File: config.mk
export PLATFORM = sky130hd
export DESIGN_NAME = branchPredictionTable
export DESIGN_NICKNAME = d
export VERILOG_FILES = /design/src/tagePkg.sv /design/src/branchPredictionTable.sv
export SDC_FILE = /design/constraint.sdc
export NUM_CORES = 1
export LEC_CHECK = 0
export BUFFER_PORTS_ARGS = -buffer_cell sky130_fd_sc_hd__buf_2
export CORE_MARGIN = 4
export CORE_UTILIZATION = 46
export DETAILED_ROUTE_END_ITERATION = 10
export PLACE_DENSITY_LB_ADDON = 0.05
export SLEW_MARGIN = 25
export SYNTH_ARGS = -nofsm -noshare
export SYNTH_HDL_FRONTEND = slang
export SYNTH_SLANG_ARGS = --single-unit
export TNS_END_PERCENT = 20
File: constraint.sdc
create_clock -name clk -period 5.4 [get_ports clk]
set_input_delay 0.27 -clock clk [delete_from_list [all_inputs] [get_ports clk]]
set_output_delay 0.27 -clock clk [all_outputs]
set_load 0.005 [all_outputs]
File: src/tagePkg.sv
package tagePkg;

    // ~~~~~~~~~~~~~~~~~~~~~~~~~~~~~~~~~~~~~~~~~~~~~~~~~~~~~~~~~~~~~~~~~~~~
    // Predictor geometry
    // ~~~~~~~~~~~~~~~~~~~~~~~~~~~~~~~~~~~~~~~~~~~~~~~~~~~~~~~~~~~~~~~~~~~~

    // Base table plus tagged tables
    localparam int numStages = 5;
    localparam int numTagged = numStages - 1;

    // Bimodal base table, indexed by address bits 7:0
    localparam int baseEntries = 256;
    localparam int baseBits = 8;

    // Tagged tables
    localparam int tableEntries = 64;
    localparam int hashBits = 6;
    localparam int tagBits = 8;

    // Table i folds 2**(i-1) history slices, at most 8 of 8 bits
    localparam int historyLen = 64;

    // Branch PC without its low bit
    localparam int addrBits = 31;

    localparam int stageIdBits = 3;

    // One cycle per base entry; tagged tables done after the first 64
    localparam int sweepCycles = baseEntries;

    // ~~~~~~~~~~~~~~~~~~~~~~~~~~~~~~~~~~~~~~~~~~~~~~~~~~~~~~~~~~~~~~~~~~~~
    // Controller state
    // ~~~~~~~~~~~~~~~~~~~~~~~~~~~~~~~~~~~~~~~~~~~~~~~~~~~~~~~~~~~~~~~~~~~~

    typedef enum logic {
        sweeping,
        running
    } ctrlState_e;

endpackage

File: src/branchPredictionTable.sv
module branchPredictionTable (
    input  logic                         clk,
    input  logic                         arstN,

    input  logic [tagePkg::baseBits-1:0] readIndex,
    output logic                         taken,

    input  logic                         writeEn,
    input  logic [tagePkg::baseBits-1:0] writeIndex,
    input  logic                         writeTaken,

    input  logic                         clearEn,
    input  logic [tagePkg::baseBits-1:0] clearIndex
);

    // 2-bit saturating counters, 1 is weakly not taken
    logic [1:0] counters [tagePkg::baseEntries];
    logic [1:0] current;

    assign taken = counters[readIndex][1];
    assign current = counters[writeIndex];

    always_ff @(posedge clk or negedge arstN) begin
        if (!arstN) begin
            for (int i = 0; i < tagePkg::baseEntries; i++) begin
                counters[i] <= 2'd1;
            end
        end else if (clearEn) begin
            counters[clearIndex] <= 2'd1;
        end else if (writeEn) begin
            if (writeTaken && current != 2'd3) begin
                counters[writeIndex] <= current + 2'd1;
            end else if (!writeTaken && current != 2'd0) begin
                counters[writeIndex] <= current - 2'd1;
            end
        end
    end

endmodule

== After elaboration in Yosys (flattened, before gate mapping) ==
Cells that the tools add are included.
Cells by class
  $add $sub $neg: 2
  multiply operators: 0
  divide/modulo/power cells: 0
  magnitude comparators: 5
  equality and inequality tests: 1
  shifts and indexed selects: 0
  muxes and demuxes: 16
  bitwise logic cells: 6
  reductions and logical operators: 9
Operator list (number)
  $mux W512: 4
  $bwmux W512: 2
  $and A256 B256 Y256: 1
  $not A256 Y256: 1
  $or A256 B256 Y256: 1
  $bmux W2 S8: 2
  $demux W2 S8: 2
  $ge A9 B9 Y1 const B: 3
  $not A8 Y9: 3
  $lt A9 B1 Y1 const B: 2
  $mux W2: 6
  $logic_and A1 B1 Y1: 4
  $reduce_bool A2 Y1: 2
  $reduce_bool A3 Y1: 1
  $add A2 B1 Y2 const B: 1
  $ne A2 B2 Y1 const B: 1
  $reduce_and A2 Y1: 1
  $sub A2 B1 Y2 const B: 1
  $logic_not A1 Y1: 1
Word-level totals
  register bits: 512
  bits in latches: 0
  bits in writable memories: 0
  memory bits (read-only): 0
  bits of input ports: 29
  output and inout port bits: 1
  memories kept: 0

== Longest topological paths before layout ==
  depth in word-level cells: 10
  depth in mapped cells: 21
  depth with buffers taken out: 15

== Least setup slack after synthesis ==
Ideal clock, no wire load.
  kind: in2reg
  start: input port writeIndex[1] in the netlist's numbering
  end: register counters[28] in the netlist's numbering
  library setup time: 0.075 ns
  data arrival time: 4.926 ns
  data required time: 5.325 ns
  path slack: 0.399 ns
  stages on the path: 21
  buffers on the path: 7
  cells stage by stage: buf_6 buf_2 buf_4 buf_2 buf_1 buf_2 mux4_2 mux4_2 a32oi_1 nand3_1 a21oi_1 o31ai_1 ha_1 nor2b_1 o21ai_1 nor3_1 nand3b_1 or2_2 clkbuf_1 nor2_1 mux2i_1
Between the ends
  cells in the longest elaborated chain, start to end: 10
RTL lines
  start: declaration: RTL line branchPredictionTable.sv:9  | input logic [tagePkg::baseBits-1:0] writeIndex,
  $not A8 Y9 (implied by the code) (*): RTL line branchPredictionTable.sv:21, branchPredictionTable.sv:32, branchPredictionTable.sv:34
  $bmux W2 S8, or another cell as far along: RTL line branchPredictionTable.sv:21  | assign current = counters[writeIndex];
  $mux W2 (implied by the code) / $logic_and A1 B1 Y1 (equally long branches): RTL line branchPredictionTable.sv:21, branchPredictionTable.sv:32, branchPredictionTable.sv:34
  $mux W2 (on tied branches): RTL line branchPredictionTable.sv:21, branchPredictionTable.sv:32, branchPredictionTable.sv:34
  $sub A2 B1 Y2 / $demux W2 S8 (equally long branches): RTL line branchPredictionTable.sv:34, branchPredictionTable.sv:32
  $bwmux W512: RTL line branchPredictionTable.sv:34  | counters[writeIndex] <= current - 2'd1;
  $mux W512: RTL line branchPredictionTable.sv:33  | end else if (!writeTaken && current != 2'd0) begin
  $mux W512: RTL line branchPredictionTable.sv:31  | if (writeTaken && current != 2'd3) begin
  $mux W512: RTL line branchPredictionTable.sv:30  | end else if (writeEn) begin
  $mux W512: RTL line branchPredictionTable.sv:28  | end else if (clearEn) begin
  end signal: indexed assignment: RTL line branchPredictionTable.sv:32  | counters[writeIndex] <= current + 2'd1;
  end signal: indexed assignment: RTL line branchPredictionTable.sv:34
  end: declaration: RTL line branchPredictionTable.sv:17  | logic [1:0] counters [tagePkg::baseEntries];
Mark *: on every way between the ends. The rest lies on a longest branch, timed or not. The select of a mux whose other input is x is not followed.
A chain may end at the register's enable or synchronous reset.

== Worst setup path in the final report ==
  start: input port writeIndex[0] in the netlist's numbering
  end: register counters[506] in the netlist's numbering
The elaborated chain is that of the path after synthesis.

==> impl_metrics.json <==
{
  "tns_ps": 0,
  "final_area_mm2": 0.0331,
  "worst-path-buf-inv": 4,
  "ys_warn_count": 0,
  "drc_errors": 0,
  "synth_area_mm2": 0.0293,
  "rsz0062_at_grt": "no",
  "synth.mux.area_fraction": 0.244,
  "die_h_um": 261,
  "fin_total_pwr_mw": 10.0,
  "cts-root-buf": "clkbuf_16",
  "avgViaCountPerCell": 6.79,
  "grt_pass1_wl_um": 174000,
  "drtPass1Iterations": 6,
  "ys_async_sr_fraction": 1.00,
  "crit_chain": "clkbuf_8 > buf_4 > nor2b_1 > a22o_1 > a211oi_1 > a211oi_1 > buf_4 > a2111oi_4 > or2_1 > ha_1 > nor2_1 > o21ai_2 > nor3_1 > nand3b_1 > buf_4 > nor3_1 > a211oi_1 > a21oi_1",
  "clk_pin_slew_ps": 60,
  "placeableCoreArea_mm2": 0.0631,
  "synth_top_family_by_area": "multiplexers",
  "power_density_mw_per_mm2": 303,
  "status": "finished, final reports clean",
  "maxCapViolCount": 0,
  "grt.overflow.total": 0,
  "syn_inst": 2847,
  "cp_slowest_cell": "nor2b_1",
  "cp_max_fo": 21,
  "min_path_type": "in2reg",
  "final_antenna_net_count": 0,
  "cp.arrival_ps": 5350,
  "cp_top_family": "simple AND/OR/NAND/NOR gates",
  "synthMostInstantiatedCell": "nand2_1",
  "crit_path_start_kind": "primary input",
  "cp-end-kind": "register",
  "port_buffers": 29,
  "ctsResizeCount": 0,
  "hpwl_um": 76500,
  "antennaDiodeCount": 0,
  "rows": 92,
  "final_util": 0.524,
  "wirelength_um": 118000,
  "syn-num-nets": 2878,
  "grt_pass1_vias": 25000,
  "slew_headroom": 0.228,
  "clock_latency_ps": 640,
  "cts.sink_count": 512,
  "chipWidth_um": 261,
  "synth-simple-area-share": 0.139,
  "largest_reg_flops": 512,
  "numCtsBuffers": 59,
  "synth-edff-count": 0,
  "setup_viol": 0,
  "top_register": "counters",
  "syn_avg_cell_area_um2": 10.3,
  "clock_path_buffers": 3,
  "ys_seq_elements": 512,
  "synth_xor_area_frac": 0.000298,
  "synthDistinctLibCells": 53,
  "post-route-period-util": 0.889,
  "io_pins": 30,
  "initial_utilization": 0.465,
  "synth_fa_ha_area_frac": 0.000853,
  "cts_tree": "yes",
  "seq_area_frac_synth": 0.448,
  "drv_slew": 0,
  "final_nets": 2868,
  "synth-compound-area-share": 0.130,
  "syn_to_final_growth_pct": 12.7,
  "synth_top_area_cell": "dfstp_2",
  "p_leak_nw": 12.7,
  "place.gp.congestion": 0.956,
  "antenna_found_initial": 1,
  "crit_type": "in2reg",
  "synth_area_leaders": "dfstp_2, dfrtp_1, mux4_2",
  "synth_commonest_cells": "nand2_1, a21oi_1, dfrtp_1, dfstp_2, o21ai_0",
  "track_usage": 0.347,
  "dieArea_mm2": 0.0679,
  "hold_viol": 0,
  "cpPeakStageDelay_ps": 800,
  "ir_drop_mv": 0.242,
  "yosysTopAreaCellShare": 0.229,
  "cp.required_ps": 5950,
  "htree_levels": 2,
  "post_cts_buffers": 0,
  "worstMarginPinSlew_ps": 1160,
  "drive_gt1_frac": 0.283,
  "fmax_mhz": 208,
  "grt_max_degree": 188,
  "wl_per_cell_um": 31.6,
  "largestRegisters": "counters: 512 flops",
  "drtIter0Drc": 3227,
  "min_period_ps": 4800,
  "num_vias": 25300,
  "placed_area_mm2": 0.0310,
  "ys_dominant_reg_cell": "dfstp_2",
  "skew_ps": 24.5
}
[repair_timing]
item,CTS,global route
hold endpoints to repair,48,0
hold buffers,1,0
setup endpoints to repair,0,0
[cell type report]
class,instances,area (µm²)
clock buffers,86,1700
clock inverters,23,295
fillers,5699,30000
multi-input cells,2073,15300
repair buffers,183,1510
well taps,846,1060
inverters,8,30.0
flip-flops and latches,512,13100
[kinds of logic after synthesis]
| kind of cell | Yosys count |
|---|---|
| XOR/XNOR | 1 |
| AND/OR/NAND/NOR | 935 |
| AO/OA/AOI/OAI | 697 |
| adder cells (fa/ha/maj) | 2 |
| multiplexers | 438 |
| buffers and inverters | 262 |
| flip-flops | 512 |
[routing by layer]
layer | wire (µm) | vias to the layer above | track usage
met4 | 6560 | 2 | 0.158
li1 | - | 10500 | -
met2 | 52100 | 1522 | 0.524
met3 | 12200 | 336 | 0.0723
met1 | 47000 | 13000 | 0.486
met5 | 13 | - | 0
[where the power goes]
| group | switching, mW | leakage [nW] | internal, mW | total, mW |
|---|---|---|---|---|
| registers | 0.192 | 6.22 | 4.25 | 4.44 |
| clock network | 1.71 | 0.983 | 2.50 | 4.21 |
| logic | 0.884 | 5.54 | 0.469 | 1.35 |
| total | 2.79 | 12.7 | 7.22 | 10.0 |
[worst paths after layout]
kind	end	slack (ps)	start	cells past startpoint
max	counters[506]$_DFFE_PN1P_	600	writeIndex[0]	18
min	counters[438]$_DFFE_PN1P_	190	writeIndex[6]	4
max reg2reg	counters[506]$_DFFE_PN1P_	760	counters[366]$_DFFE_PN1P_	16
min reg2reg	counters[43]$_DFFE_PN0P_	520	counters[43]$_DFFE_PN0P_	2
max in group asynchronous	counters[449]$_DFFE_PN0P_	3520	arstN	4
min in group asynchronous	counters[13]$_DFFE_PN0P_	230	arstN	2
[worst register-to-register path, stage by stage (launching register included)]
cell and delay [ps]:
dfstp_2 390, mux4_2 460, mux2_2 310, a221o_1 340, o32a_1 290, a2111oi_4 390, or2_1 190, inv_2 40
ha_1 170, nor2b_1 190, o21ai_2 160, nor3_1 360, nand3b_1 380, buf_4 290, nor3_1 350, a211oi_1 90
a21oi_1 160
[per-stage QoR]
step | hold WS [ps] | std cells | setup slack [ps]
3_5_place_dp | 379 | 3620 | 123
2_1_floorplan | -25.6 | 2847 | 399
5_1_grt | 210 | 3731 | 467
3_3_place_gp | 377 | 3619 | -27.9
6_report | 194 | 3731 | 598
4_1_cts | 147 | 3730 | 762
[placed cells by master (no fill, tap or decap), types with 12 or more instances in the layout]
cell type,Yosys,layout
a211oi_1,50,50
a21oi_1,359,359
a32o_1,17,17
buf_12,0,12
buf_2,44,23
buf_4,19,143
clkbuf_1,177,17
clkbuf_16,0,61
clkinv_2,0,14
dfrtp_1,256,256
dfstp_2,256,256
mux2i_1,210,210
mux4_2,222,222
nand2_1,445,444
nand3_1,196,196
nor2_1,110,96
nor2b_1,12,12
nor3_1,123,102
nor3_2,0,19
o21ai_0,236,236
Power figures use the tool's default switching activity.
