===== src/tagePkg.sv =====
package tagePkg;

    // ~~~~~~~~~~~~~~~~~~~~~~~~~~~~~~~~~~~~~~~~~~~~~~~~~~~~~~~~~~~~~~~~~~~~
    // Predictor geometry
    // ~~~~~~~~~~~~~~~~~~~~~~~~~~~~~~~~~~~~~~~~~~~~~~~~~~~~~~~~~~~~~~~~~~~~

    // Base table plus tagged tables
    localparam int numStages = 5;
    localparam int numTagged = numStages - 1;

    // Bimodal base table, indexed by address bits 7:0
    localparam int baseEntries = 256;
    localparam int baseBits = 8;

    // Tagged tables
    localparam int tableEntries = 64;
    localparam int hashBits = 6;
    localparam int tagBits = 8;

    // Table i folds 2**(i-1) history slices, at most 8 of 8 bits
    localparam int historyLen = 64;

    // Branch PC without its low bit
    localparam int addrBits = 31;

    localparam int stageIdBits = 3;

    // One cycle per base entry; tagged tables done after the first 64
    localparam int sweepCycles = baseEntries;

    // ~~~~~~~~~~~~~~~~~~~~~~~~~~~~~~~~~~~~~~~~~~~~~~~~~~~~~~~~~~~~~~~~~~~~
    // Controller state
    // ~~~~~~~~~~~~~~~~~~~~~~~~~~~~~~~~~~~~~~~~~~~~~~~~~~~~~~~~~~~~~~~~~~~~

    typedef enum logic {
        sweeping,
        running
    } ctrlState_e;

endpackage


===== src/tagePredictor.sv =====
module tagePredictor (
    input  logic                                             clk,
    input  logic                                             arstN,

    // Prediction channel
    input  logic                                             predValid,
    input  logic [tagePkg::addrBits-1:0]                     predAddr,
    output logic                                             predReady,
    output logic                                             predTaken,
    output logic [tagePkg::stageIdBits-1:0]                  predTageId,
    output logic [tagePkg::numStages-1:0]                    predUseful,

    // Update channel
    input  logic                                             updValid,
    input  logic [tagePkg::addrBits-1:0]                     updAddr,
    input  logic [tagePkg::historyLen-1:0]                   updHistory,
    input  logic [tagePkg::stageIdBits-1:0]                  updTageId,
    input  logic                                             updTaken,
    input  logic                                             updPred,
    input  logic [tagePkg::numStages-1:0]                    updUseful,
    output logic                                             updReady,

    // Datapath status
    input  logic [tagePkg::historyLen-1:0]                   history,
    input  logic                                             baseTaken,
    input  logic [tagePkg::numTagged-1:0]                    tagHit,
    input  logic [tagePkg::numTagged-1:0]                    tagTaken,
    input  logic [tagePkg::numTagged-1:0]                    tagUsefulFree,

    // Datapath control
    output logic                                             clearEn,
    output logic [tagePkg::baseBits-1:0]                     clearIndex,
    output logic                                             baseWriteEn,
    output logic [tagePkg::numTagged*tagePkg::hashBits-1:0]  readIndex,
    output logic [tagePkg::numTagged*tagePkg::tagBits-1:0]   readTag,
    output logic [tagePkg::numTagged*tagePkg::hashBits-1:0]  writeIndex,
    output logic [tagePkg::numTagged*tagePkg::tagBits-1:0]   writeTag,
    output logic [tagePkg::numTagged-1:0]                    writeEn,
    output logic [tagePkg::numTagged-1:0]                    trainEn,
    output logic [tagePkg::numTagged-1:0]                    allocEn,
    output logic [tagePkg::numTagged-1:0]                    usefulSet,
    output logic [tagePkg::numTagged-1:0]                    usefulClr,
    output logic                                             historyShift
);

    tagePkg::ctrlState_e              state;
    logic [tagePkg::baseBits-1:0]     sweepCount;
    logic                             predFire;
    logic                             updFire;
    logic                             taken;
    logic [tagePkg::stageIdBits-1:0]  tageId;
    logic [tagePkg::numStages-1:0]    useful;

    // ~~~~~~~~~~~~~~~~~~~~~~~~~~~~~~~~~~~~~~~~~~~~~~~~~~~~~~~~~~~~~~~~~~~~
    // Reset sweep
    // ~~~~~~~~~~~~~~~~~~~~~~~~~~~~~~~~~~~~~~~~~~~~~~~~~~~~~~~~~~~~~~~~~~~~

    always_ff @(posedge clk or negedge arstN) begin
        if (!arstN) begin
            state <= tagePkg::sweeping;
            sweepCount <= '0;
        end else if (state == tagePkg::sweeping) begin
            sweepCount <= sweepCount + 1'b1;
            if (sweepCount == tagePkg::baseBits'(tagePkg::sweepCycles - 1)) begin
                state <= tagePkg::running;
            end
        end
    end

    assign clearEn = state == tagePkg::sweeping;
    assign clearIndex = sweepCount;
    assign predReady = state == tagePkg::running;
    assign updReady = state == tagePkg::running;

    // ~~~~~~~~~~~~~~~~~~~~~~~~~~~~~~~~~~~~~~~~~~~~~~~~~~~~~~~~~~~~~~~~~~~~
    // Index and tag folding
    // ~~~~~~~~~~~~~~~~~~~~~~~~~~~~~~~~~~~~~~~~~~~~~~~~~~~~~~~~~~~~~~~~~~~~

    function automatic logic [tagePkg::hashBits-1:0] foldIndex(
        input logic [tagePkg::addrBits-1:0]   addr,
        input logic [tagePkg::historyLen-1:0] hist,
        input int                             slices
    );
        logic [tagePkg::hashBits-1:0] idx;
        idx = addr[tagePkg::hashBits-1:0] ^ addr[2*tagePkg::hashBits-1:tagePkg::hashBits];
        for (int j = 0; j < slices; j++) begin
            idx ^= hist[tagePkg::hashBits*j +: tagePkg::hashBits];
        end
        return idx;
    endfunction

    function automatic logic [tagePkg::tagBits-1:0] foldTag(
        input logic [tagePkg::addrBits-1:0]   addr,
        input logic [tagePkg::historyLen-1:0] hist,
        input int                             slices
    );
        logic [tagePkg::tagBits-1:0] tag;
        tag = addr[tagePkg::tagBits-1:0];
        for (int j = 0; j < slices; j++) begin
            tag ^= hist[tagePkg::tagBits*j +: tagePkg::tagBits];
        end
        return tag;
    endfunction

    // Lookups use live history, updates the returned snapshot
    always_comb begin
        for (int t = 0; t < tagePkg::numTagged; t++) begin
            readIndex[t*tagePkg::hashBits +: tagePkg::hashBits] = foldIndex(predAddr, history, 1 << t);
            readTag[t*tagePkg::tagBits +: tagePkg::tagBits] = foldTag(predAddr, history, 1 << t);
            writeIndex[t*tagePkg::hashBits +: tagePkg::hashBits] =
                foldIndex(updAddr, updHistory, 1 << t);
            writeTag[t*tagePkg::tagBits +: tagePkg::tagBits] = foldTag(updAddr, updHistory, 1 << t);
        end
    end

    // ~~~~~~~~~~~~~~~~~~~~~~~~~~~~~~~~~~~~~~~~~~~~~~~~~~~~~~~~~~~~~~~~~~~~
    // Provider selection
    // ~~~~~~~~~~~~~~~~~~~~~~~~~~~~~~~~~~~~~~~~~~~~~~~~~~~~~~~~~~~~~~~~~~~~

    always_comb begin
        taken = baseTaken;
        tageId = '0;
        useful[0] = baseTaken;
        for (int t = 0; t < tagePkg::numTagged; t++) begin
            // Longest hitting history wins
            if (tagHit[t]) begin
                taken = tagTaken[t];
                tageId = tagePkg::stageIdBits'(t + 1);
            end
            useful[t+1] = taken;
        end
    end

    assign predFire = predValid && predReady;
    assign predTaken = predFire && taken;
    assign predTageId = predFire ? tageId : '0;
    assign predUseful = predFire ? useful : '0;

    // ~~~~~~~~~~~~~~~~~~~~~~~~~~~~~~~~~~~~~~~~~~~~~~~~~~~~~~~~~~~~~~~~~~~~
    // Update decisions
    // ~~~~~~~~~~~~~~~~~~~~~~~~~~~~~~~~~~~~~~~~~~~~~~~~~~~~~~~~~~~~~~~~~~~~

    assign updFire = updValid && updReady;
    assign baseWriteEn = updFire;
    assign historyShift = updFire;
    assign writeEn = {tagePkg::numTagged{updFire}};

    always_comb begin
        logic found;
        found = 1'b0;
        allocEn = '0;
        for (int t = 0; t < tagePkg::numTagged; t++) begin
            trainEn[t] = updTageId == tagePkg::stageIdBits'(t + 1);
            usefulSet[t] = updUseful[t+1] == updTaken && updUseful[t+1] != updUseful[t];
            usefulClr[t] = updUseful[t+1] != updTaken && updUseful[t+1] != updUseful[t];
            // Lowest free table above the provider on a mispredict
            if (updTaken != updPred && !found && tagUsefulFree[t]
                    && updTageId < tagePkg::stageIdBits'(t + 1)) begin
                allocEn[t] = 1'b1;
                found = 1'b1;
            end
        end
    end

endmodule


===== config.mk =====
export PLATFORM = sky130hd
export DESIGN_NAME = tagePredictor
export DESIGN_NICKNAME = d
export VERILOG_FILES = /design/src/tagePkg.sv /design/src/tagePredictor.sv
export SDC_FILE = /design/constraint.sdc
export NUM_CORES = 1
export LEC_CHECK = 0
export ABC_AREA = 1
export BUFFER_PORTS_ARGS = -buffer_cell sky130_fd_sc_hd__clkbuf_2
export CAP_MARGIN = 20
export CORE_AREA = 2 2 145 147
export CTS_BUF_LIST = sky130_fd_sc_hd__clkbuf_2
export DETAILED_ROUTE_END_ITERATION = 16
export DIE_AREA = 0 0 147 149
export GPL_TIMING_DRIVEN = 0
export PLACE_DENSITY_LB_ADDON = 0.2
export SKIP_CTS_REPAIR_TIMING = 1
export SLEW_MARGIN = 25
export SYNTH_ARGS = -nofsm -noshare
export SYNTH_HDL_FRONTEND = slang
export SYNTH_SLANG_ARGS = --single-unit
export TNS_END_PERCENT = 1

===== constraint.sdc =====
create_clock -name clk -period 1.3 [get_ports clk]
set_input_delay 0.195 -clock clk [delete_from_list [all_inputs] [get_ports clk]]
set_output_delay 0.195 -clock clk [all_outputs]
set_load 0.03 [all_outputs]

======== Word-level counts from Yosys, hierarchy flattened ========
Index checks and enable logic that the tools add are counted.
storage, ports and cells
  register bits ........................... 9
  bits in latches ......................... 0
  RAM bits ................................ 0
  ROM bits ................................ 0
  input port bits ......................... 217
  output and inout port bits .............. 154
  word-level logic and storage cells ...... 103
  memories ................................ 0
operators by class
  $add $sub $neg .......................... 1
  $mul .................................... 0
  div/mod/pow operators ................... 0
  $lt $le $gt $ge ......................... 4
  eq/ne operators ......................... 18
  shift operators ......................... 0
  mux-type cells .......................... 18
  bitwise operators ....................... 35
  reduce and logical (&&, ||, !) cells .... 25
operators by type and width
  cell                                                                          count
  8-bit bitwise XOR                                                             16
  6-bit bitwise XOR                                                             18
  1-bit logical AND                                                             22
  1-bit two-way mux                                                             13
  3-bit two-way mux                                                             4
  1-bit inequality test                                                         9
  8-bit by 1-bit adder with 8-bit output, second input constant                 1
  8-bit == test, second input constant                                          1
  3-bit by 2-bit == test with 1-bit output, second input constant               2
  3-bit by 2-bit less-than comparator with 1-bit output, second input constant  2
  5-bit two-way mux                                                             1
  1-bit == test                                                                 4
  3-bit by 1-bit == test with 1-bit output, second input constant               1
  3-bit == test, second input constant                                          1
  1-bit logical NOT                                                             3
  3-bit by 1-bit less-than comparator with 1-bit output, second input constant  1
  3-bit less-than comparator, second input constant                             1
  1-bit NOT                                                                     1

======== Depth between registers and ports, before layout ========
  depth after elaboration ................. 19
  depth in mapped cells ................... 11
  gate-level depth less buffers ........... 11

======== Worst setup path before layout ========
Ideal clock, no wire load.
  path kind ............................... reg2out
  start point ............................. register state, in the netlist predReady
  end point ............................... output predUseful[4] in the netlist's numbering
  arrival time ............................ 1.840 ns
  data required time ...................... 1.105 ns
  path slack .............................. -0.735 ns
  cell stages (with the launch flop) ...... 6
  buffers on the path ..................... 1
  cell sequence ........................... dfrtp_1 > nand2_1 > nor2_1 > nand2_1 > nand2_1 > buf_4
on the way
  longest elaborated chain between the ends .. 2
RTL lines
  item                    line                  text
  start, declared         tagePredictor.sv:46   tagePkg::ctrlState_e state;
  start signal, assigned  tagePredictor.sv:60   state <= tagePkg::sweeping;
  start signal, assigned  tagePredictor.sv:65   state <= tagePkg::running;
  1-bit logical AND       tagePredictor.sv:134  assign predFire = predValid && predReady;
  5-bit two-way mux       tagePredictor.sv:137  assign predUseful = predFire ? useful : '0;
  end, declared           tagePredictor.sv:11   output logic [tagePkg::numStages-1:0] predUseful,
No other way between the ends.

======== Worst setup path in the final report ========
Same ends and word-level chain as after synthesis.

==> impl_metrics.csv <==
group,metric,value,unit
placed_design,routabilityCongestion,0.798,
grt,grt_max_degree,10,
timing,skew,12.7,ps
yosys,synth-compound-area-share,2.25,%
setup_path,crit_fanout,6,
grt,grt_usage,12.0,%
power_and_ir_drop,finalPower,5.18,mW
yosys,synth-edff-count,0,
clock_network,htreeDepth,1,
placed_design,place_area,6200,µm²
outcome,status,"finished, violations left",
setup_path,r2r_start,"predReady",
clock_network,cts.clk_slew.worst_paths,100,ps
timing,worstMarginPinSlew,319,ps
cells_and_area,final_util,33.7,%
setup_path,cp-startpoint,"predReady",
drt,via_count,5250,
cells_and_area,design_area,6930,µm²
outcome,violations,"negative setup slack",
grt,grt_overflow,0,
floorplanning,num_io_pins,371,
drt,wire_per_inst,10.9,µm
setup_path,reg2regPathDepth,6,
floorplanning,core_area,20600,µm²
timing,slew_headroom,78.6,%
floorplanning,num_rows,53,
setup_path,cp-start-kind,"register",
clock_network,numClockSinks,9,
setup_path,criticalPathCategory,"reg -> out",
cells_and_area,drive_above_1_share,50.1,%
yosys,synth_nets,937,
placed_design,hpwl,13.3,mm
yosys,synthArstFlopShare,100,%
power_and_ir_drop,ir_drop,417,µV
yosys,synthCells,719,
yosys,yosysSeqAreaShare,5.79,%
hold_path,hp-class,"in -> async",
grt,antenna_found_initial,0,
setup_path,cp.required,1110,ps
drt,first_pass_iters,5,
yosys,synth_area,3890,µm²
setup_path,r2r-end,"clearIndex[7]",
placed_design,io_buffers,331,
grt,grt_first_pass_wirelength,22.0,mm
timing,fin_setup_tns,-3470,ps
placed_design,dp_slack,-268,ps
yosys,ys.warnings.count,0,
floorplanning,start_util,18.9,%
yosys,synth_mux_area_share,0,%
grt,first_global_vias,4723,
cells_and_area,antenna_cells,0,
yosys,synth_simple_gate_area_share,41.3,%
timing,grt_setup_unrepaired,"yes",
yosys,synth_seq_cells,9,
yosys,synthAdderAreaFrac,0.321,%
timing,max_freq,682,MHz
floorplanning,fp.dieH,149,µm
setup_path,rrSetupSlack,-10,ps
clock_network,cts-buffers-inserted,3,
drt,drc,0,
floorplanning,dieArea,21900,µm²
clock_network,cts_tree,"yes",
drt,drt_iter0_markers,92,
timing,setup_slack,-166,ps
cells_and_area,nets,1281,
setup_path,cp.arrival,1270,ps
drt,drt_wl_total,14.5,mm
floorplanning,dieWidth,147,µm
clock_network,cts-root-buf,"clkbuf_2",
timing,setup_violations,48,
job,cap_violations,0,
cells_and_area,fillers,2340,
yosys,postSynthAreaPerCell,5.41,µm²
yosys,synth_xor_area_share,33.4,%
setup_path,crit_end,"predUseful[4]",
clock_network,cts_buffer_depth,2,
drt,viasPerCell,3.93,
cells_and_area,area_growth,78.1,%
clock_network,worstSkewPairLatency,250,ps
timing,min_period,1470,ps
setup_path,worstSetupEndpointType,"output port",
yosys,synth_top_family_by_area,"simple AND/OR/NAND/NOR gates",
timing,hold_viol_final,0,
power_and_ir_drop,pwr_density_cell,746,nW/µm²
yosys,synth_flop_cell,"dfrtp_1",
timing,maxSlewViolCount,0,
timing,post-route-period-util,113,%
drt,drtAntennaViolNets,0,
yosys,ys_types,21,
power_and_ir_drop,leakagePower,4.18,nW
## critical path: stages (launching register included)
cell and delay [ps]:
dfrtp_2 440, nand2_4 100, nor2_4 140, nand2_2 80
nand2_4 70, buf_6 80, buf_6 110
## report_power, final
group          internal, mW  switching, mW
Clock                0.0818          0.102
Combinational          1.75           2.96
Sequential            0.280              0
Total                  2.11           3.06
## per-layer routing
layer | vias to the layer above | routed length (µm) | global-route usage [%]
met5 | - | 0 | 0
met4 | 0 | 67 | 0.625
met3 | 4 | 1010 | 2.75
met2 | 169 | 7690 | 23.5
met1 | 2280 | 5780 | 13.9
li1 | 2797 | - | -
## Yosys cell counts, types with 4 or more instances
cell	count	area, µm²
a21o_1	8	60.1
buf_4	7	52.6
dfrtp_1	9	225
inv_1	153	574
inv_2	7	26.3
nand2_1	257	965
nand2_2	14	87.6
nand3_1	76	380
nand3b_1	6	45.0
nor2_1	19	71.3
nor3_1	7	35.0
o21ai_0	4	20.0
xnor2_1	86	753
xor2_1	55	482
xor2_2	4	65.1
## registers in the layout (all words and copies together), names as in the netlist
name,count
clearIndex,8
predReady,1
## layout by cell type, fill, tap and decap left out, types with 7 or more instances in the layout
master / count
nor2_1: 14
xnor2_1: 78
dfrtp_1: 7
buf_2: 20
clkbuf_4: 16
nand2_2: 82
nand3_2: 17
xor2_4: 7
inv_1: 123
clkbuf_2: 245
inv_2: 37
buf_4: 34
buf_6: 35
nand3_1: 58
nand2_4: 18
xor2_1: 52
nand2_1: 171
a21o_1: 8
## cells by family after synthesis
kind of cell               count (synthesis)
xor gates and xnor gates                 145
adders and majority gates                  1
DFF                                        9
and+or+nand+nor                          383
AOI/OAI and AO/OA                         13
buffers and inverters                    168
## per-stage QoR
step	hold WS (ps)	cells
floorplan	-101	719
CTS	-217	1329
global placement	70.5	1325
finish	320	1337
detailed placement	67.8	1325
global route	339	1337
## worst min path at each step
| stage | startpoint | end | slack [ps] |
|---|---|---|---|
| finish | arstN | clearIndex[7] | 320 |
| floorplan | arstN | clearIndex[0] | -100 |
| CTS | arstN | clearIndex[7] | -220 |
| global placement | arstN | clearIndex[7] | 70 |
| detailed placement | arstN | clearIndex[6] | 70 |
| global route | arstN | clearIndex[7] | 340 |
## cell type report
cell class | count | area (µm²) | share of cell area [%]
plain buffers | 8 | 61.3 | 0.884
repair buffers | 339 | 2020 | 29.2
flip-flops and latches | 9 | 228 | 3.28
inverters | 160 | 601 | 8.66
clock buffers | 4 | 20.0 | 0.289
well taps | 275 | 344 | 4.96
multi-input cells | 542 | 3660 | 52.7
Power figures use the tool's default switching activity.
