===== src/tagePkg.sv =====
package tagePkg;

    // ~~~~~~~~~~~~~~~~~~~~~~~~~~~~~~~~~~~~~~~~~~~~~~~~~~~~~~~~~~~~~~~~~~~~
    // Predictor geometry
    // ~~~~~~~~~~~~~~~~~~~~~~~~~~~~~~~~~~~~~~~~~~~~~~~~~~~~~~~~~~~~~~~~~~~~

    // Base table plus tagged tables
    localparam int numStages = 5;
    localparam int numTagged = numStages - 1;

    // Bimodal base table, indexed by address bits 7:0
    localparam int baseEntries = 256;
    localparam int baseBits = 8;

    // Tagged tables
    localparam int tableEntries = 64;
    localparam int hashBits = 6;
    localparam int tagBits = 8;

    // Table i folds 2**(i-1) history slices, at most 8 of 8 bits
    localparam int historyLen = 64;

    // Branch PC without its low bit
    localparam int addrBits = 31;

    localparam int stageIdBits = 3;

    // One cycle per base entry; tagged tables done after the first 64
    localparam int sweepCycles = baseEntries;

    // ~~~~~~~~~~~~~~~~~~~~~~~~~~~~~~~~~~~~~~~~~~~~~~~~~~~~~~~~~~~~~~~~~~~~
    // Controller state
    // ~~~~~~~~~~~~~~~~~~~~~~~~~~~~~~~~~~~~~~~~~~~~~~~~~~~~~~~~~~~~~~~~~~~~

    typedef enum logic {
        sweeping,
        running
    } ctrlState_e;

endpackage


===== src/branchHistory.sv =====
module branchHistory (
    input  logic                           clk,
    input  logic                           arstN,

    input  logic                           shiftEn,
    input  logic                           shiftTaken,

    output logic [tagePkg::historyLen-1:0] history
);

    // Newest outcome at bit 0
    always_ff @(posedge clk or negedge arstN) begin
        if (!arstN) begin
            history <= '0;
        end else if (shiftEn) begin
            history <= {history[tagePkg::historyLen-2:0], shiftTaken};
        end
    end

endmodule


===== config.mk =====
export PLATFORM = sky130hd
export DESIGN_NAME = branchHistory
export DESIGN_NICKNAME = d
export VERILOG_FILES = /design/src/tagePkg.sv /design/src/branchHistory.sv
export SDC_FILE = /design/constraint.sdc
export NUM_CORES = 1
export LEC_CHECK = 0
export BUFFER_PORTS_ARGS = -buffer_cell sky130_fd_sc_hd__buf_2
export CAP_MARGIN = 20
export CORE_ASPECT_RATIO = 0.7
export CORE_MARGIN = 2
export CORE_UTILIZATION = 50
export DETAILED_ROUTE_END_ITERATION = 8
export PLACE_DENSITY = 0.77
export SLEW_MARGIN = 20
export SYNTH_ARGS = -nofsm -noshare
export SYNTH_HDL_FRONTEND = slang
export SYNTH_SLANG_ARGS = --single-unit

===== constraint.sdc =====
create_clock -name clk -period 2 [get_ports clk]
set_clock_uncertainty 0.05 [all_clocks]
set_input_delay 0.2 -clock clk [delete_from_list [all_inputs] [get_ports clk]]
set_output_delay 0.2 -clock clk [all_outputs]
set_load 0.01 [all_outputs]

# After elaboration in Yosys (flattened, before gate mapping)
# Index checks and enable logic that the tools add are counted.
[word_totals]
regBits = 64
out_inout_bits = 64

# Depth between registers and ports, before layout
# Gate-level depths: netlist (run 1).
[logic_depth]
ltp_word = 0
ltp_mapped = 3
ltp_nobuf = 1

# Least setup slack after synthesis (run 1)
# No wires, ideal clock.
[synth_path]
kind = "input -> register"
start = "in shiftEn"
end = "reg history[10] (netlist bit)"
setup_ns = 0.125
arrival_ns = 0.806
required_ns = 1.825
path_slack_ns = 1.019
stages = 3
cell_sequence = "buf_6 buf_12 mux2_4"
[synth_rtl]
columns = ["element", "line", "text"]
rows = [
  ["start, declared", "branchHistory.sv:5", "input logic shiftEn,"],
  ["end signal, assigned", "branchHistory.sv:16", "history <= {history[tagePkg::historyLen-2:0], shiftTaken};"],
  ["end, declared", "branchHistory.sv:8", "output logic [tagePkg::historyLen-1:0] history"],
]
# No word-level cell between the ends.

# Final worst setup path (run 1)
[layout_path]
start = "reg history[3] (netlist bit)"
end = "out history[3] (netlist bit)"
# No word-level cell between the ends.

==> results by group, run 1 <==
Worst hold path
  • Worst hold-check path type: in2reg
  • Worst Hold Endpoint: history[0]
  • Hold path startpoint: shiftTaken
  • Worst hold path depth: 2

Global route
  • Global routing's busiest layer: met1
  • First-pass GRT wire length: 6.95 mm
  • Largest net degree at the start of global routing: 65
  • GRT overflow: 0
  • Initial antenna violation count: 0
  • GRT Resource Usage Total: 15.4%
  • Met2 Usage GRT: 21.7%
  • Vias in the first global route: 1,315
  • Met1 GRT Util: 21.8%
  • Met3 Use GR: 7.68%

STA
  • RSZ-0062 raised after global routing: no
  • Final setup fails: 0
  • Fin worst setup slack: 0.855 ns
  • Worst hold slack: 0.0643 ns
  • Fin. max-slew vios: 0
  • Relative max-transition margin: 67.8%
  • Worst-Margin Slew: 0.484 ns
  • Setup TNS: 0 ns
  • Fmax: 873 MHz
  • Min Tclk post-route: 1.15 ns
  • Crit share post-route: 57.3%
  • Final Hold Vio Count: 0

Floorplan
  • Initial Utilization: 51.5%
  • Die X: 91.5 µm
  • Rows: 22
  • Die Area: 5970 µm²
  • Die height: 65.2 µm
  • Core area: 5200 µm²
  • I/O Pins: 68

Status
  • Status: finished, final reports clean

Worst setup path
  • Critical Path Start Type: flop
  • Flop2flop setup slack: 1.14 ns
  • CP Data Arrival Time: 0.90 ns
  • CP delay by family, top: flip-flops
  • Worst EP required: 1.75 ns
  • Worst path cell trace: buf_2
  • Worst r2r src: history[3]
  • Largest stage delay on the critical path: 0.42 ns
  • RR Endpoint: history[3]
  • Buf/Inv on CP: 1
  • Crit Path Class: reg2out
  • Worst Path Max Fanout: 3
  • Setup crit end kind: primary output
  • Slowest stage cell on the critical path: dfrtp_1
  • Reg2Reg Depth: 1

Power
  • Sequential power share: 47.4%
  • Sw power: 0.983 mW
  • PD cells: 1140 nW/µm²
  • Comb pwr share: 23.4%
  • Pleak: 1.82 nW
  • Max IR drop VDD: 748 µV
  • Sw Ratio: 26.5%
  • Part of the power in the clock network: 29.2%
  • Cell-internal power: 2.73 mW

Cells and area
  • Area of the multi-input gates: 946 µm²
  • Fin nets: 216
  • Reg area: 1600 µm²
  • # fillers: 414
  • Share of cells above drive strength 1: 69.1%
  • Diodes inserted: 0
  • Max reg flops: 64
  • Largest regs: history (64)
  • P&R area growth vs syn: 21.7%
  • Most common cell after layout, fill and taps aside: buf_2
  • Biggest register: history
  • Commonest cells after routing, fill and taps aside: 66 x buf_2, 64 x dfrtp_1, 60 x mux2_4
  • Cell Count, Final, Fillers Out: 289

Drt
  • Final wirelength: 4.17 mm
  • DRT antenna net count: 0
  • Vias per inst: 4.66
  • Iter 0 DRT Violations: 41
  • Routed WL per cell: 14.4 µm
  • Post-route DRC: 0
  • Detailed Routing Iterations Pass 1: 6
  • Via Count: 1,347

Logic synthesis
  • Synth warn: 0
  • Yosys cell types: 5
  • Post-Syn Nets: 139
  • Synthesized area per cell: 19.8 µm²
  • Flops & latches, synth: 64
  • Top cell type's share of synthesized area: 59.8%
  • Mapped Cells: 135
  • Area leader, netlist: dfrtp_1
  • Synth area leaders: dfrtp_1 60%, mux2_4 34%, buf_12 4.5%
  • Seq/Total Area, Yosys: 59.8%
  • Mapped cell area: 2680 µm²

Placement
  • Placed insts: 272
  • Hpwl dp: 2.77 mm
  • Gpl congestion: 0.667
  • Dpl ws: 0.646 ns
  • Port bufs: 67

Clocking
  • Clk_lat worst skew: 0.32 ns
  • CTS H-Tree Depth: 3
  • CTS tree: done
  • Clk slew on worst S/H paths: 0.07 ns
  • Total CTS buffers: 9
  • Postcts setup bufs: 0
  • CTS root buf: clkbuf_8
  • CTS Buffer Depth: 2
  • Clock sinks: 64

Run
  • MaxCap Viol Count: 0
## through the flow
| step | util, % | power (mW) | cell area (µm²) |
|---|---|---|---|
| 6_report | 62.7 | 3.72 | 3260 |
| 3_5_place_dp | 58.6 | 2.66 | 3050 |
| 4_1_cts | 62.7 | 3.77 | 3260 |
| 3_3_place_gp | 58.6 | 2.64 | 3050 |
| 2_1_floorplan | - | 2.32 | 2680 |
| 5_1_grt | 62.7 | 3.92 | 3260 |
## cell type report
cell class                      instances  area share [%]
Timing Repair Buffer                   73            13.0
Sequential cell                        64            49.1
Clock inverter                          3            1.23
Clock buffer                           13            4.88
Tap cell                               72            2.76
Multi-Input combinational cell         64            29.0
## power groups by stage
stage,Sequential [mW],Combinational [mW],Clock [mW]
floorplan,1.87,0.455,0
global placement,1.77,0.869,0
detailed placement,1.78,0.880,0
CTS,1.76,0.883,1.12
global route,1.79,0.935,1.19
finish,1.76,0.870,1.09
## what timing repair did
item / CTS / global route
endpoints found under the setup margin: 0 / 0
gates resized for setup: 0 / 0
endpoints found under the hold margin: 64 / 0
hold buffers: 1 / 0
## Yosys cell counts, drive strengths merged
cell   instances
buf            7
mux2          64
dfrtp         64
## cell families after synthesis
kind of cell	after synthesis	share of synthesized area (%)
DFF	64	59.8
muxes	64	35.3
buffers and inverters	7	4.90
## per-layer routing
layer	share of wire (%)	vias up
li1	-	624
met5	0	-
met1	51	674
met4	0.53	0
met2	42	46
met3	7.0	3
## worst max path at each step
stage,startpoint,end,depth (start not counted)
after global routing,history[60],history[60],1
after global placement,shiftEn,history[9],3
after floorplan,shiftEn,history[10],3
after CTS,history[3],history[3],1
final,history[3],history[3],1
after detailed placement,shiftEn,history[3],3
Note: power is estimated with default switching activity, not from simulation.
==> inputs of run 2 (changes only) <==
Settings changed: CORE_UTILIZATION 50 to 47, PLACE_DENSITY 0.77 to 0.76.
Clock period 2 ns to 1 ns, I/O delays scaled along.
==> results by group, run 2 (synthesis gave the netlist of run 1 again) <==
Status
  • Status: finished, violations left (was finished, final reports clean)
  • Violated checks: negative setup slack

Floorplan
  • Die height: 67.2 µm (was 65.2 µm)
  • Die X: 94.2 µm (was 91.5 µm)
  • Core area: 5370 µm² (was 5200 µm²)
  • Initial Utilization: 49.9% (was 51.5%)
  • Die Area: 6330 µm² (was 5970 µm²)
  • Rows: 22 (unchanged)
  • I/O Pins: 68 (unchanged)

Cells and area
  • Post-route cell area: 3790 µm² (was 3260 µm²)
  • Fin nets: 277 (was 216)
  • Diodes inserted: 0 (unchanged)
  • Biggest register: history (unchanged)
  • Max reg flops: 64 (unchanged)
  • Largest regs: history (64) (unchanged)
  • Most common cell after layout, fill and taps aside: dfrtp_1 (was buf_2)
  • Share of cells above drive strength 1: 75.9% (was 69.1%)
  • P&R area growth vs syn: 41.4% (was 21.7%)
  • Commonest cells after routing, fill and taps aside: 64 x dfrtp_1, 63 x buf_2, 62 x buf_4 (was 66 x buf_2, 64 x dfrtp_1, 60 x mux2_4)

Drt
  • Vias per inst: 4.64 (was 4.66)
  • Via Count: 1,625 (was 1,347)
  • Post-route DRC: 0 (unchanged)
  • Routed WL per cell: 15.1 µm (was 14.4 µm)
  • Iter 0 DRT Violations: 57 (was 41)
  • Detailed Routing Iterations Pass 1: 4 (was 6)
  • DRT antenna net count: 0 (unchanged)
  • Final wirelength: 5.28 mm (was 4.17 mm)

Global route
  • Initial antenna violation count: 0 (unchanged)
  • Largest net degree at the start of global routing: 34 (was 65)
  • Vias in the first global route: 1,738 (was 1,315)
  • GRT Resource Usage Total: 18.8% (was 15.4%)
  • GRT overflow: 0 (unchanged)
  • First-pass GRT wire length: 8.67 mm (was 6.95 mm)

STA
  • Relative max-transition margin: 79.3% (was 67.8%)
  • Fin. max-slew vios: 0 (unchanged)
  • Final Hold Vio Count: 0 (unchanged)
  • Setup TNS: -0.941 ns (was 0 ns)
  • Min Tclk post-route: 1.05 ns
  • Crit share post-route: 105%
  • Final setup fails: 54 (was 0)
  • Fin worst setup slack: -0.0463 ns (was 0.855 ns)
  • Worst-Margin Slew: 0.311 ns (was 0.484 ns)
  • RSZ-0062 raised after global routing: yes (was no)
  • Fmax: 956 MHz

Worst setup path
  • Setup crit end kind: primary output (unchanged)
  • Slowest stage cell on the critical path: dfrtp_1 (unchanged)
  • Reg2Reg Depth: 2 (was 1)
  • CP delay by family, top: flip-flops (unchanged)
  • Worst Path Max Fanout: 2 (was 3)
  • Largest stage delay on the critical path: 0.41 ns (was 0.42 ns)
  • Critical Path Stages: 1 (unchanged)
  • Worst EP required: 0.85 ns (was 1.75 ns)
  • Worst path cell trace: buf_2 (unchanged)
  • Critical Path Start Type: flop (unchanged)
  • Buf/Inv on CP: 1 (unchanged)
  • Crit Path Class: reg2out (unchanged)
  • CP Data Arrival Time: 0.90 ns (about the same)

Worst hold path
  • Worst hold-check path type: in2reg (unchanged)
  • Worst hold path depth: 2 (unchanged)

Power
  • PD cells: 2270 nW/µm² (was 1140 nW/µm²)
  • Max IR drop VDD: 1720 µV (was 748 µV)
  • Pleak: 2.16 nW (was 1.82 nW)

Placement
  • Hpwl dp: 2.96 mm (was 2.77 mm)
  • Gpl congestion: 0.671 (was 0.667)
  • Placed instance area: 3060 µm² (was 3050 µm²)
  • Port bufs: 67 (unchanged)

Run
  • MaxCap Viol Count: 0 (unchanged)

Clocking
  • Total CTS buffers: 9 (unchanged)
  • CTS Buffer Depth: 2 (unchanged)
  • Clk_lat worst skew: 0.34 ns (was 0.32 ns)
  • Clock sinks: 64 (unchanged)
  • CTS H-Tree Depth: 3 (unchanged)
  • CTS root buf: clkbuf_8 (unchanged)
  • CTS tree: done (unchanged)
  • Clk slew on worst S/H paths: 0.07 ns (about the same)
[run 2: changes by cell type in the layout (fill, tap and decap cells not counted), moves of 2 or more]
| cell | change |
|---|---|
| clkbuf_8 | -2 |
| buf_4 | +59 |
| buf_2 | -3 |
| bufinv_16 | +2 |
| buf_6 | +3 |
[run 2: worst paths after layout]
path / slack [ns] / endpoint / from
hold / removal: 0.05 / history[63] / shiftEn
hold reg to reg: 0.49 / history[0] / history[0]
setup reg to reg: 0.02 / history[63] / history[62]
min in group asynchronous: 0.13 / history[6] / arstN
setup / recovery: -0.05 / history[59] / history[59]
max in group asynchronous: 0.30 / history[24] / arstN
[run 2: area by class of cell]
cell class / count / area [µm²]
Clock inverter: 6 / 108
Sequential cell: 64 / 1600
Multi-Input combinational cell: 64 / 946
Timing Repair Buffer: 134 / 915
Fill cell: 389 / 1580
Clock buffer: 10 / 128
Tap cell: 72 / 90.1
[run 2: stage by stage]
step	setup WS [ns]	total power, mW	util, %	cells	hold slack (ns)
2_1_floorplan	0.119	4.65	-	135	-0.246
3_3_place_gp	0.0173	5.31	57.1	272	-0.0455
3_5_place_dp	0.00138	5.36	57.1	272	-0.0438
4_1_cts	-0.0617	8.64	69.9	348	0.0340
5_1_grt	-0.0851	9.11	70.6	350	0.0393
6_report	-0.0463	8.59	70.6	350	0.0517
[run 2: per-layer routing]
| metal | GRT usage (%) | up-vias | share of wire, % |
|---|---|---|---|
| met5 | 0 | - | 0 |
| met4 | 4.89 | 0 | 0.76 |
| met3 | 8.59 | 5 | 6.4 |
| met2 | 29.7 | 49 | 49 |
| met1 | 23.8 | 821 | 44 |
| li1 | - | 750 | - |
[run 2: power breakdown]
group,switching [mW],internal [mW],total [mW]
Combinational,0.963,1.63,2.59
Clock,0.972,1.65,2.62
Sequential,0.286,3.10,3.38
[run 2: worst reg2reg max path: stages, from the launching register on]
cell,delay [ns]
dfrtp_1,0.40
buf_4,0.14
mux2_2,0.27
[run 2: repair_timing]
| action | 4_1_cts | 5_1_grt |
|---|---|---|
| cloned | 0 | 0 |
| gates resized for setup | 0 | 3 |
| hold buffers | 2 | 0 |
| setup buffers | 58 | 2 |
| endpoints found under the hold margin | 65 | 0 |
| setup endpoints to repair | 64 | 64 |
==> inputs of run 3 (changes only) <==
Clock period 1 ns to 0.9 ns, I/O delays scaled along.
==> results by group, run 3 (synthesis gave the netlist of run 1 again) <==
Status
  • Status: finished, violations left (unchanged)
  • Violated checks: negative setup slack (unchanged)

Cells and area
  • Most common cell after layout, fill and taps aside: dfrtp_1 (unchanged)
  • Reg area: 1600 µm² (unchanged)
  • Fin nets: 279 (was 277)
  • P&R area growth vs syn: 49.5% (was 41.4%)
  • # fillers: 366 (was 389)
  • Cell Count, Final, Fillers Out: 352 (was 350)
  • Largest regs: history (64) (unchanged)
  • Commonest cells after routing, fill and taps aside: 64 x dfrtp_1, 61 x buf_2, 60 x mux2_4 (was 64 x dfrtp_1, 63 x buf_2, 62 x buf_4)
  • Share of cells above drive strength 1: 76.1% (was 75.9%)
  • Biggest register: history (unchanged)
  • Area of the multi-input gates: 946 µm² (unchanged)
  • Max reg flops: 64 (unchanged)
  • Diodes inserted: 0 (unchanged)

STA
  • Min Tclk post-route: 1.03 ns
  • Final Hold Vio Count: 0 (unchanged)
  • Fmax: 972 MHz
  • Final setup fails: 127 (was 54)
  • Fin. max-slew vios: 0 (unchanged)
  • Worst-Margin Slew: 0.305 ns (was 0.311 ns)
  • Setup TNS: -9.19 ns (was -0.941 ns)
  • Fin worst setup slack: -0.129 ns (was -0.0463 ns)
  • Crit share post-route: 114%
  • RSZ-0062 raised after global routing: yes (unchanged)
  • Relative max-transition margin: 79.7% (was 79.3%)

Power
  • Max IR drop VDD: 1680 µV (was 1720 µV)
  • PD cells: 2480 nW/µm² (was 2270 nW/µm²)
  • Pleak: 2.21 nW (was 2.16 nW)

Floorplan
  • I/O Pins: 68 (unchanged)
  • Core area: 5370 µm² (unchanged)
  • Die height: 67.2 µm (unchanged)
  • Die X: 94.2 µm (unchanged)
  • Die Area: 6330 µm² (unchanged)
  • Rows: 22 (unchanged)
  • Initial Utilization: 49.9% (unchanged)

Global route
  • First-pass GRT wire length: 8.74 mm (was 8.67 mm)
  • GRT overflow: 0 (unchanged)
  • Initial antenna violation count: 0 (unchanged)
  • Vias in the first global route: 1,769 (was 1,738)
  • Largest net degree at the start of global routing: 34 (unchanged)
  • GRT Resource Usage Total: 18.6% (was 18.8%)

Run
  • MaxCap Viol Count: 0 (unchanged)

Clocking
  • Clk slew on worst S/H paths: 0.07 ns (about the same)
  • Clk_lat worst skew: 0.33 ns (was 0.34 ns)
  • CTS root buf: clkbuf_8 (unchanged)
  • CTS Buffer Depth: 2 (unchanged)
  • CTS H-Tree Depth: 3 (unchanged)
  • Total CTS buffers: 9 (unchanged)
  • CTS tree: done (unchanged)
  • Clock sinks: 64 (unchanged)

Worst setup path
  • Setup crit end kind: primary output (unchanged)
  • Worst Path Max Fanout: 2 (unchanged)
  • CP Data Arrival Time: 0.89 ns (was 0.90 ns)
  • Largest stage delay on the critical path: 0.41 ns (about the same)
  • Buf/Inv on CP: 1 (unchanged)
  • Reg2Reg Depth: 2 (unchanged)
  • Slowest stage cell on the critical path: dfrtp_1 (unchanged)
  • Critical Path Stages: 1 (unchanged)
  • Critical Path Start Type: flop (unchanged)
  • CP delay by family, top: flip-flops (unchanged)
  • Worst path cell trace: buf_2 (unchanged)
  • Crit Path Class: reg2out (unchanged)
  • Worst EP required: 0.76 ns (was 0.85 ns)

Drt
  • DRT antenna net count: 0 (unchanged)
  • Via Count: 1,640 (was 1,625)
  • Post-route DRC: 0 (unchanged)
  • Final wirelength: 5.53 mm (was 5.28 mm)
  • Iter 0 DRT Violations: 40 (was 57)
  • Routed WL per cell: 15.7 µm (was 15.1 µm)
  • Detailed Routing Iterations Pass 1: 3 (was 4)
  • Vias per inst: 4.66 (was 4.64)

Placement
  • Placed insts: 272 (unchanged)
  • Port bufs: 67 (unchanged)
  • Hpwl dp: 3.11 mm (was 2.96 mm)
  • Gpl congestion: 0.683 (was 0.671)

Worst hold path
  • Worst hold-check path type: in2reg (unchanged)
  • Worst hold path depth: 2 (unchanged)
run 3: layout make-up:
| class | instances | share of cell area [%] |
|---|---|---|
| Tap cell | 72 | 2.25 |
| Multi-Input combinational cell | 64 | 23.6 |
| Clock buffer | 11 | 3.53 |
| Timing Repair Buffer | 136 | 28.6 |
| Sequential cell | 64 | 40.0 |
| Clock inverter | 5 | 2.00 |
run 3: path summary, 6_finish.rpt:
path,endpoint,start,slack (ns)
setup reg to reg,history[59],history[58],-0.07
max in group asynchronous,history[34],arstN,0.21
hold / removal,history[63],shiftEn,0.03
hold reg to reg,history[0],history[0],0.49
setup / recovery,history[5],history[5],-0.13
min in group asynchronous,history[52],arstN,0.12
run 3: what timing repair did:
| item | in CTS | in global routing |
|---|---|---|
| setup endpoints to repair | 64 | 127 |
| buffers inserted | 62 | 0 |
| endpoints found under the hold margin | 65 | 0 |
| resized for setup | 5 | 54 |
| hold buffers | 2 | 0 |
run 3: power by group:
part / switching [mW] / total, mW / leakage, nW / internal, mW
Combinational: 1.14 / 3.36 / 1.26 / 2.23
Sequential: 0.433 / 3.88 / 0.845 / 3.44
Clock: 1.05 / 2.68 / 0.106 / 1.63
run 3: metal layers:
metal  up-vias  GRT usage (%)  wire length, µm
met2        47           31.6             2780
met1       844           23.0             2420
li1        747              -                -
met5         -              0                0
met4         0           4.35               23
met3         2           6.81              303
run 3: stage by stage:
stage	area [µm²]	power [mW]	setup WS, ns	util [%]	hold WS, ns
2_1_floorplan	2680	5.16	0.0287	-	-0.256
3_3_place_gp	3060	5.91	-0.0717	57.1	-0.0541
3_5_place_dp	3060	6.00	-0.0808	57.1	-0.0548
4_1_cts	3790	9.53	-0.131	70.6	0.0223
5_1_grt	4000	10.4	-0.161	74.6	0.0307
6_report	4000	9.92	-0.129	74.6	0.0347
